## src/design/fetch_params.svh

```systemverilog
`ifndef FETCH_PARAMS_SVH
`define FETCH_PARAMS_SVH

// byte address width
`define FETCH_ADDR_BITS 32

// one cache line, also the memory transfer size
`define FETCH_LINE_BITS 256
`define FETCH_LINE_BYTES (`FETCH_LINE_BITS / 8)     // prefetch stride
`define FETCH_OFFSET_BITS $clog2(`FETCH_LINE_BYTES)

// direct-mapped entries
`define FETCH_CACHE_LINES 8
`define FETCH_INDEX_BITS $clog2(`FETCH_CACHE_LINES)

`endif
```

## src/design/fetch_pkg.sv

```systemverilog
`default_nettype none

`include "fetch_params.svh"

package fetch_pkg;

    typedef logic [`FETCH_ADDR_BITS-1:0] addr_t;
    typedef logic [`FETCH_LINE_BITS-1:0] line_t;

    // address bits above index and offset
    typedef logic [`FETCH_ADDR_BITS-`FETCH_INDEX_BITS-`FETCH_OFFSET_BITS-1:0] tag_t;
    typedef logic [`FETCH_INDEX_BITS-1:0] index_t;

    typedef enum logic [1:0] {
        IDLE,
        SERVE_I,    // cpu fetch in flight
        PREFETCH    // next-line fill, no cpu response
    } pf_state_e;

    typedef enum logic {
        LOOKUP,
        FILL
    } cache_state_e;

    typedef enum logic [1:0] {
        ARB_IDLE,
        ARB_FILL,
        ARB_DATA
    } arb_state_e;

endpackage

`default_nettype wire

```

## src/design/fetch_subsystem.sv

```systemverilog
`timescale 1ns/100ps
`default_nettype none

module fetch_subsystem (
    input  wire                clk,
    input  wire                rst,
    // cpu fetch port
    input  wire fetch_pkg::addr_t imem_address,
    input  wire                imem_read,
    output fetch_pkg::line_t   imem_rdata,
    output logic               imem_resp,
    input  wire                branch_taken,
    input  wire                no_hazard,
    // cpu data loads
    input  wire fetch_pkg::addr_t d_address,
    input  wire                d_read,
    output fetch_pkg::line_t   d_rdata,
    output logic               d_resp,
    // external memory
    output fetch_pkg::addr_t   mem_address,
    output logic               mem_read,
    input  wire fetch_pkg::line_t mem_rdata,
    input  wire                mem_resp
);

    fetch_pkg::addr_t icmem_address;
    logic             icmem_read;
    fetch_pkg::line_t icmem_rdata;
    logic             icmem_resp;

    fetch_pkg::addr_t fill_address;
    logic             fill_read;
    fetch_pkg::line_t fill_rdata;
    logic             fill_resp;

    logic arbiter_idle;

    next_line_prefetcher prefetcher_i (
        .clk           (clk),
        .rst           (rst),
        .imem_address  (imem_address),
        .imem_read     (imem_read),
        .imem_rdata    (imem_rdata),
        .imem_resp     (imem_resp),
        .icmem_address (icmem_address),
        .icmem_read    (icmem_read),
        .icmem_rdata   (icmem_rdata),
        .icmem_resp    (icmem_resp),
        .branch_taken  (branch_taken),
        .arbiter_idle  (arbiter_idle),
        .no_hazard     (no_hazard)
    );

    line_cache cache_i (
        .clk           (clk),
        .rst           (rst),
        .icmem_address (icmem_address),
        .icmem_read    (icmem_read),
        .icmem_rdata   (icmem_rdata),
        .icmem_resp    (icmem_resp),
        .fill_address  (fill_address),
        .fill_read     (fill_read),
        .fill_rdata    (fill_rdata),
        .fill_resp     (fill_resp)
    );

    mem_arbiter arbiter_i (
        .clk          (clk),
        .rst          (rst),
        .fill_address (fill_address),
        .fill_read    (fill_read),
        .fill_rdata   (fill_rdata),
        .fill_resp    (fill_resp),
        .d_address    (d_address),
        .d_read       (d_read),
        .d_rdata      (d_rdata),
        .d_resp       (d_resp),
        .mem_address  (mem_address),
        .mem_read     (mem_read),
        .mem_rdata    (mem_rdata),
        .mem_resp     (mem_resp),
        .arbiter_idle (arbiter_idle)
    );

endmodule

`default_nettype wire

```

## src/design/mem_arbiter.sv

```systemverilog
`timescale 1ns/100ps
`default_nettype none

`include "fetch_params.svh"

module mem_arbiter (
    input  wire                clk,
    input  wire                rst,
    // cache fill port
    input  wire fetch_pkg::addr_t fill_address,
    input  wire                fill_read,
    output fetch_pkg::line_t   fill_rdata,
    output logic               fill_resp,
    // data load port
    input  wire fetch_pkg::addr_t d_address,
    input  wire                d_read,
    output fetch_pkg::line_t   d_rdata,
    output logic               d_resp,
    // external memory
    output fetch_pkg::addr_t   mem_address,
    output logic               mem_read,
    input  wire fetch_pkg::line_t mem_rdata,
    input  wire                mem_resp,
    output logic               arbiter_idle
);

    fetch_pkg::arb_state_e state;

    always_ff @(posedge clk) begin
        if (rst) begin
            state    <= fetch_pkg::ARB_IDLE;
            mem_read <= 1'b0;
        end else begin
            case (state)
                fetch_pkg::ARB_IDLE: begin
                    if (d_read) begin  // data first
                        state    <= fetch_pkg::ARB_DATA;
                        mem_read <= 1'b1;
                    end else if (fill_read) begin
                        state    <= fetch_pkg::ARB_FILL;
                        mem_read <= 1'b1;
                    end
                end
                default: begin
                    // hold the grant until memory answers
                    if (mem_resp) begin
                        state    <= fetch_pkg::ARB_IDLE;
                        mem_read <= 1'b0;
                    end
                end
            endcase
        end
    end

    always_ff @(posedge clk) begin
        if (state == fetch_pkg::ARB_IDLE) begin
            if (d_read)
                mem_address <= {d_address[`FETCH_ADDR_BITS-1:`FETCH_OFFSET_BITS],
                                {`FETCH_OFFSET_BITS{1'b0}}};
            else
                mem_address <= {fill_address[`FETCH_ADDR_BITS-1:`FETCH_OFFSET_BITS],
                                {`FETCH_OFFSET_BITS{1'b0}}};
        end
    end

    assign fill_resp  = (state == fetch_pkg::ARB_FILL) && mem_resp;
    assign d_resp     = (state == fetch_pkg::ARB_DATA) && mem_resp;
    assign fill_rdata = mem_rdata;
    assign d_rdata    = mem_rdata;

    assign arbiter_idle = (state == fetch_pkg::ARB_IDLE) && !fill_read && !d_read;

    // memory only answers a granted port that still waits
    a_resp_to_requester: assert property (@(posedge clk) disable iff (rst)
        mem_resp |-> (fill_resp && fill_read) || (d_resp && d_read));

endmodule

`default_nettype wire

```

## src/design/line_cache.sv

```systemverilog
`timescale 1ns/100ps
`default_nettype none

`include "fetch_params.svh"

module line_cache (
    input  wire                clk,
    input  wire                rst,
    // prefetcher side
    input  wire fetch_pkg::addr_t icmem_address,
    input  wire                icmem_read,
    output fetch_pkg::line_t   icmem_rdata,
    output logic               icmem_resp,
    // fill side
    output fetch_pkg::addr_t   fill_address,
    output logic               fill_read,
    input  wire fetch_pkg::line_t fill_rdata,
    input  wire                fill_resp
);

    fetch_pkg::cache_state_e state;

    logic [`FETCH_CACHE_LINES-1:0] valid;
    fetch_pkg::tag_t  tag_arr  [`FETCH_CACHE_LINES];
    fetch_pkg::line_t data_arr [`FETCH_CACHE_LINES];

    fetch_pkg::index_t index;
    fetch_pkg::tag_t   tag;
    fetch_pkg::index_t fill_index;
    fetch_pkg::tag_t   fill_tag;

    logic hit;
    logic lookup;
    logic resp_q;
    fetch_pkg::line_t rdata_q;

    assign index = icmem_address[`FETCH_OFFSET_BITS +: `FETCH_INDEX_BITS];
    assign tag   = icmem_address[`FETCH_ADDR_BITS-1 -: $bits(fetch_pkg::tag_t)];

    // entry written on fill comes from the registered fill address
    assign fill_index = fill_address[`FETCH_OFFSET_BITS +: `FETCH_INDEX_BITS];
    assign fill_tag   = fill_address[`FETCH_ADDR_BITS-1 -: $bits(fetch_pkg::tag_t)];

    assign hit = valid[index] && (tag_arr[index] == tag);

    // no new lookup in our own response cycle while the request is still up
    assign lookup = (state == fetch_pkg::LOOKUP) && icmem_read && !resp_q;

    assign icmem_resp  = resp_q;
    assign icmem_rdata = rdata_q;

    always_ff @(posedge clk) begin
        if (rst) begin
            state     <= fetch_pkg::LOOKUP;
            valid     <= '0;
            resp_q    <= 1'b0;
            fill_read <= 1'b0;
        end else begin
            resp_q <= 1'b0;  // single cycle pulse
            case (state)
                fetch_pkg::LOOKUP: begin
                    if (lookup) begin
                        if (hit) begin
                            resp_q <= 1'b1;
                        end else begin
                            state     <= fetch_pkg::FILL;
                            fill_read <= 1'b1;
                        end
                    end
                end
                fetch_pkg::FILL: begin
                    if (fill_resp) begin
                        state             <= fetch_pkg::LOOKUP;
                        fill_read         <= 1'b0;
                        valid[fill_index] <= 1'b1;
                        resp_q            <= 1'b1;  // answer straight from the fill
                    end
                end
                default: state <= fetch_pkg::LOOKUP;
            endcase
        end
    end

    always_ff @(posedge clk) begin
        if (lookup)
            rdata_q <= data_arr[index];
        if (lookup && !hit)
            fill_address <= {icmem_address[`FETCH_ADDR_BITS-1:`FETCH_OFFSET_BITS],
                             {`FETCH_OFFSET_BITS{1'b0}}};
        if (state == fetch_pkg::FILL && fill_resp) begin
            tag_arr[fill_index]  <= fill_tag;
            data_arr[fill_index] <= fill_rdata;
            rdata_q              <= fill_rdata;
        end
    end

    // the waiting request stays on the line being filled
    a_req_held_in_fill: assert property (@(posedge clk) disable iff (rst)
        state == fetch_pkg::FILL |-> icmem_read
            && icmem_address[`FETCH_ADDR_BITS-1:`FETCH_OFFSET_BITS]
               == fill_address[`FETCH_ADDR_BITS-1:`FETCH_OFFSET_BITS]);

endmodule

`default_nettype wire

```

## src/design/next_line_prefetcher.sv

```systemverilog
`timescale 1ns/100ps
`default_nettype none

`include "fetch_params.svh"

module next_line_prefetcher (
    input  wire                clk,
    input  wire                rst,
    // cpu side
    input  wire fetch_pkg::addr_t imem_address,
    input  wire                imem_read,
    output fetch_pkg::line_t   imem_rdata,
    output logic               imem_resp,
    // cache side
    output fetch_pkg::addr_t   icmem_address,
    output logic               icmem_read,
    input  wire fetch_pkg::line_t icmem_rdata,
    input  wire                icmem_resp,
    // hints
    input  wire                branch_taken,
    input  wire                arbiter_idle,
    input  wire                no_hazard
);

    fetch_pkg::pf_state_e state;
    fetch_pkg::pf_state_e next_state;

    fetch_pkg::addr_t last_line;     // last completed fetch or prefetch
    fetch_pkg::addr_t last_pf_line;  // last prefetched line
    fetch_pkg::addr_t pf_address;
    fetch_pkg::addr_t fetch_line;

    logic pf_block;
    logic pf_start;
    logic fetch_start;
    logic fetch_done;
    logic pf_done;
    logic fetch_repeat;

    assign fetch_line = {imem_address[`FETCH_ADDR_BITS-1:`FETCH_OFFSET_BITS],
                         {`FETCH_OFFSET_BITS{1'b0}}};
    assign pf_address = last_line + fetch_pkg::addr_t'(`FETCH_LINE_BYTES);

    assign fetch_start = (state == fetch_pkg::IDLE) && imem_read;
    assign fetch_done  = (state == fetch_pkg::SERVE_I) && icmem_resp;
    assign pf_done     = (state == fetch_pkg::PREFETCH) && icmem_resp;

    // the fetched line came in through a prefetch
    assign fetch_repeat = fetch_done && (fetch_line == last_pf_line);

    // only when cache, arbiter and pipeline are all quiet
    assign pf_start = (state == fetch_pkg::IDLE) && !imem_read && !pf_block
                      && !branch_taken && arbiter_idle && no_hazard;

    always_comb begin
        next_state = state;
        case (state)
            fetch_pkg::IDLE: begin
                if (imem_read)
                    next_state = fetch_pkg::SERVE_I;  // cpu wins
                else if (pf_start)
                    next_state = fetch_pkg::PREFETCH;
            end
            fetch_pkg::SERVE_I: begin
                if (icmem_resp)
                    next_state = fetch_pkg::IDLE;
            end
            fetch_pkg::PREFETCH: begin
                if (icmem_resp)
                    next_state = fetch_pkg::IDLE;
            end
            default: next_state = fetch_pkg::IDLE;
        endcase
    end

    // request goes out in the same cycle the decision is made
    always_comb begin
        icmem_read    = 1'b0;
        icmem_address = pf_address;
        case (state)
            fetch_pkg::IDLE: begin
                if (imem_read) begin
                    icmem_read    = 1'b1;
                    icmem_address = imem_address;
                end else if (pf_start) begin
                    icmem_read = 1'b1;
                end
            end
            fetch_pkg::SERVE_I: begin
                icmem_read    = 1'b1;
                icmem_address = imem_address;  // cpu holds it
            end
            fetch_pkg::PREFETCH: icmem_read = 1'b1;
            default: icmem_read = 1'b0;
        endcase
    end

    assign imem_rdata = icmem_rdata;
    assign imem_resp  = (state == fetch_pkg::SERVE_I) && icmem_resp;  // prefetch stays silent

    always_ff @(posedge clk) begin
        if (rst) begin
            state        <= fetch_pkg::IDLE;
            pf_block     <= 1'b1;  // nothing to follow before the first fetch
            last_pf_line <= '1;    // never line aligned
        end else begin
            state <= next_state;
            if (branch_taken || pf_done || fetch_repeat)
                pf_block <= 1'b1;
            else if (fetch_start)
                pf_block <= 1'b0;
            if (pf_done)
                last_pf_line <= pf_address;
        end
    end

    always_ff @(posedge clk) begin
        if (fetch_done)
            last_line <= fetch_line;
        else if (pf_done)
            last_line <= pf_address;
    end

    // cache answers only a request that is waiting
    a_resp_while_waiting: assert property (@(posedge clk) disable iff (rst)
        icmem_resp |-> state != fetch_pkg::IDLE);

    // cache indexes the fill with this address
    a_addr_stable: assert property (@(posedge clk) disable iff (rst)
        icmem_read && !icmem_resp |=> $stable(icmem_address));

endmodule

`default_nettype wire

```

## config.mk

```make
export PLATFORM = sky130hd
export DESIGN_NAME = fetch_subsystem
export DESIGN_NICKNAME = d
export VERILOG_FILES = /design/src/design/fetch_pkg.sv /design/src/design/fetch_subsystem.sv /design/src/design/mem_arbiter.sv /design/src/design/line_cache.sv /design/src/design/next_line_prefetcher.sv
export VERILOG_INCLUDE_DIRS = /design/src /design/src/design
export SDC_FILE = /design/constraint.sdc
export NUM_CORES = 2
export LEC_CHECK = 0
export ABC_AREA = 1
export BUFFER_PORTS_ARGS = -buffer_cell sky130_fd_sc_hd__buf_4
export CAP_MARGIN = 20
export CORE_ASPECT_RATIO = 0.7
export CORE_MARGIN = 2
export CORE_UTILIZATION = 30
export DETAILED_ROUTE_END_ITERATION = 8
export GPL_ROUTABILITY_DRIVEN = 0
export PLACE_DENSITY = 0.49
export SYNTH_ARGS = -nofsm -noshare
export SYNTH_HDL_FRONTEND = slang
export SYNTH_SLANG_ARGS = --single-unit
```

## constraint.sdc

```tcl
create_clock -name clk -period 41.5 [get_ports clk]
set_input_delay 2.075 -clock clk [delete_from_list [all_inputs] [get_ports clk]]
set_output_delay 2.075 -clock clk [all_outputs]
set_load 0.005 [all_outputs]
```

==> metrics.cfg <==
[yosys]
ys_top_cells_by_area=edfxtp_1 (74%), o21ai_0 (5.4%), nor2_1 (4.6%)
ys_ff_latch=2622
yosys-top-cells-count=edfxtp_1 (2577), nor2_1 (1266), o21ai_0 (1118), nand2_1 (820), o22ai_1 (419)
synth_flop_cell=edfxtp_1
postSynthCellCount=7973
synth_area_um2=104000
yosys_warnings=0
synth_edf_count=2577
synth.distinct_cells=41
yosys.cell_count.top_type=edfxtp_1
synth_top_area_share=0.743
synth_area_per_cell_um2=13.1
yosysSeqAreaShare=0.752
synth.largest_area_cell=edfxtp_1
async_reset_ff_frac=0

[floorplan]
core_um2=344000
start_util=0.302
die_y_um=497
ios=874
die-area_um2=352000
die_w_um=708
fp-row-count=180

[critical_path]
cp-end-kind=register
cp.arrival_ps=8170
r2r_start=prefetcher_i.state[0]
path_max_fanout=118
r2r_setup_slack_ps=34560
worstSetupPathType=input port to register
r2r_end=cache_i.icmem_rdata[230]
start_kind=input port
cp.required_ps=42130
worst-r2r-cell-count=15

[outcome]
status=completed

[sta]
maxSlewHeadroom=0.112
finalHoldViolations=0
layout_min_cycle_time_ps=7540
setup-violations-final=0
fmax_ghz=0.133
finClkSkew_ps=54.1
grt_setup_unrepaired=false
slew_violations=0
fin_ws_ps=33960
worst-slew-pin-transition_ps=1330
whs_ps=467
fin_crit_sh=0.182
fin_tns_setup_ps=0

[finish]
stdcell_count=13200
final_cell_area_um2=122000
final_util=0.353
final_nets=8775
syn_to_final_growth_pct=16.8
drive_above_1_share=0.158

[power]
leakage_nw=40.2
p_total_mw=8.24
powerDensity_nw_per_um2=67.8
ir_drop_v=0.0000562

[hold_path]
worstHoldPathCells=2
hold_class=register to register
worstHoldStart=cache_i.valid[5]
whs_endpoint=cache_i.valid[5]

[clock_network]
cts_tree=yes
cts_resized=0
htreeDepth=5
cts-root-buf=clkbuf_16
ctsHoldBuffers=0
cts_inserted_buffers=276
clock_path_buffers=4
post-cts-setup-buffers=0
clock_sink_count=2622
clk_pin_slew_ps=80
clk_latency_ps=850

[place]
dp_cells=12700
portBuffers=858
dp_hpwl_um=166000
post-place-ws_ps=32950
dpl-instance-area_um2=113000

[routing]
firstDrtPassIters=6
drc=0
wl_per_cell_um=23.7
dr_total_vias=66600
drtIter0Drc=5943
drt-vias-per-instance=5.05
wl_um=312000
ant_nets=0

[global_route]
track_usage=0.170
grt_start_max_net_pins=228
grt_pass1_wl_um=447000
antenna_found_initial=9
grt_pass1_vias=64200
gr-total-overflow=0

[job]
drv_cap=0

-- worst max-delay path: stages --
cell,delay (ps)
buf_4,120
inv_1,50
nand2_2,80
nand2_4,340
nand2_8,410
nand2_8,740
buf_4,930
buf_4,590
buf_4,860
buf_4,740
o21ai_0,180
o22ai_1,210
nand2_1,70
a21oi_1,360
-- area by class of cell --
cell class	instances	area, um2
well taps	4550	5690
multi-input cells	4495	21400
inverters	78	332
diodes	7	17.5
flip-flops and latches	2622	78300
clock buffers	335	7210
clock inverters	142	1220
fillers	32900	223000
repair buffers	970	7480
-- state kept, by name (all words and copies together) (netlist names) --
name,cells
arbiter_i.mem_address,27
arbiter_i.mem_read,1
arbiter_i.state,2
cache_i.data_arr,2048
cache_i.fill_address,27
cache_i.fill_read,1
cache_i.icmem_rdata,256
cache_i.icmem_resp,1
cache_i.state,1
cache_i.tag_arr,192
cache_i.valid,8
prefetcher_i.last_line,27
prefetcher_i.last_pf_line,28
prefetcher_i.pf_block,1
prefetcher_i.state,2
-- metal layers --
layer  track usage  share of wire  vias to the layer above
li1              -              -                    30000
met1         0.240           0.46                    34000
met2         0.270           0.46                     2121
met3        0.0291          0.062                      431
met4        0.0456          0.023                        2
met5             0       0.000022                        -
-- placed cells by master, fill, tap and decap left out, types with 5 or more instances in the layout --
cell       netlist  layout
clkinv_1         1      59
buf_4          283     954
dfxtp_1         45      45
nand2_1        820     820
bufinv_16        0      15
xor2_1          29      29
inv_1           71      70
nand4_1          7       7
o211ai_1        91      91
nand2_2          5       5
a31oi_1          5       5
o21ai_1        285     285
clkbuf_16        0     279
clkinv_8         0       6
diode_2          0       7
clkinv_2         0      45
nor4_1           8       8
nand3_1        268     268
nor2_4           0       7
o21ai_0       1118    1118
inv_6            0       8
buf_12           0      16
o221ai_1        95      95
clkbuf_1       360      54
edfxtp_1      2577    2577
conb_1           1       5
a21oi_1         38      38
ha_1             5       5
nor2_1        1266    1258
o22ai_1        419     419
o21bai_1         5       5
inv_8            0       5
xnor2_1          5       5
-- where the power goes --
group          switching [mW]  internal [mW]  leakage [nW]
Combinational            1.74          0.757          12.4
Clock                    1.04           1.34          4.14
Sequential              0.124           3.26          23.7
-- cells by family after synthesis --
| kind of cell | share of synthesized area |
|---|---|
| AOI/OAI and AO/OA | 0.110 |
| and+or+nand+nor | 0.0909 |
| DFF | 0.752 |
| xor gates and xnor gates | 0.00286 |
| other | 0.0000360 |
| buffers and inverters | 0.0434 |
| adders and majority gates | 0.000601 |
-- worst max path at each step --
stage	from	endpoint	slack (ps)	depth (start not counted)
after floorplan	mem_resp	cache_i.data_arr[0][0]	18580	6
after global placement	imem_read	cache_i.icmem_rdata[230]	33000	14
after detailed placement	imem_read	cache_i.icmem_rdata[230]	32950	14
after CTS	imem_read	cache_i.icmem_rdata[230]	33920	14
after global routing	imem_read	cache_i.icmem_rdata[230]	33530	14
final	imem_read	cache_i.icmem_rdata[230]	33960	14
(Power assumes the default switching activity.)
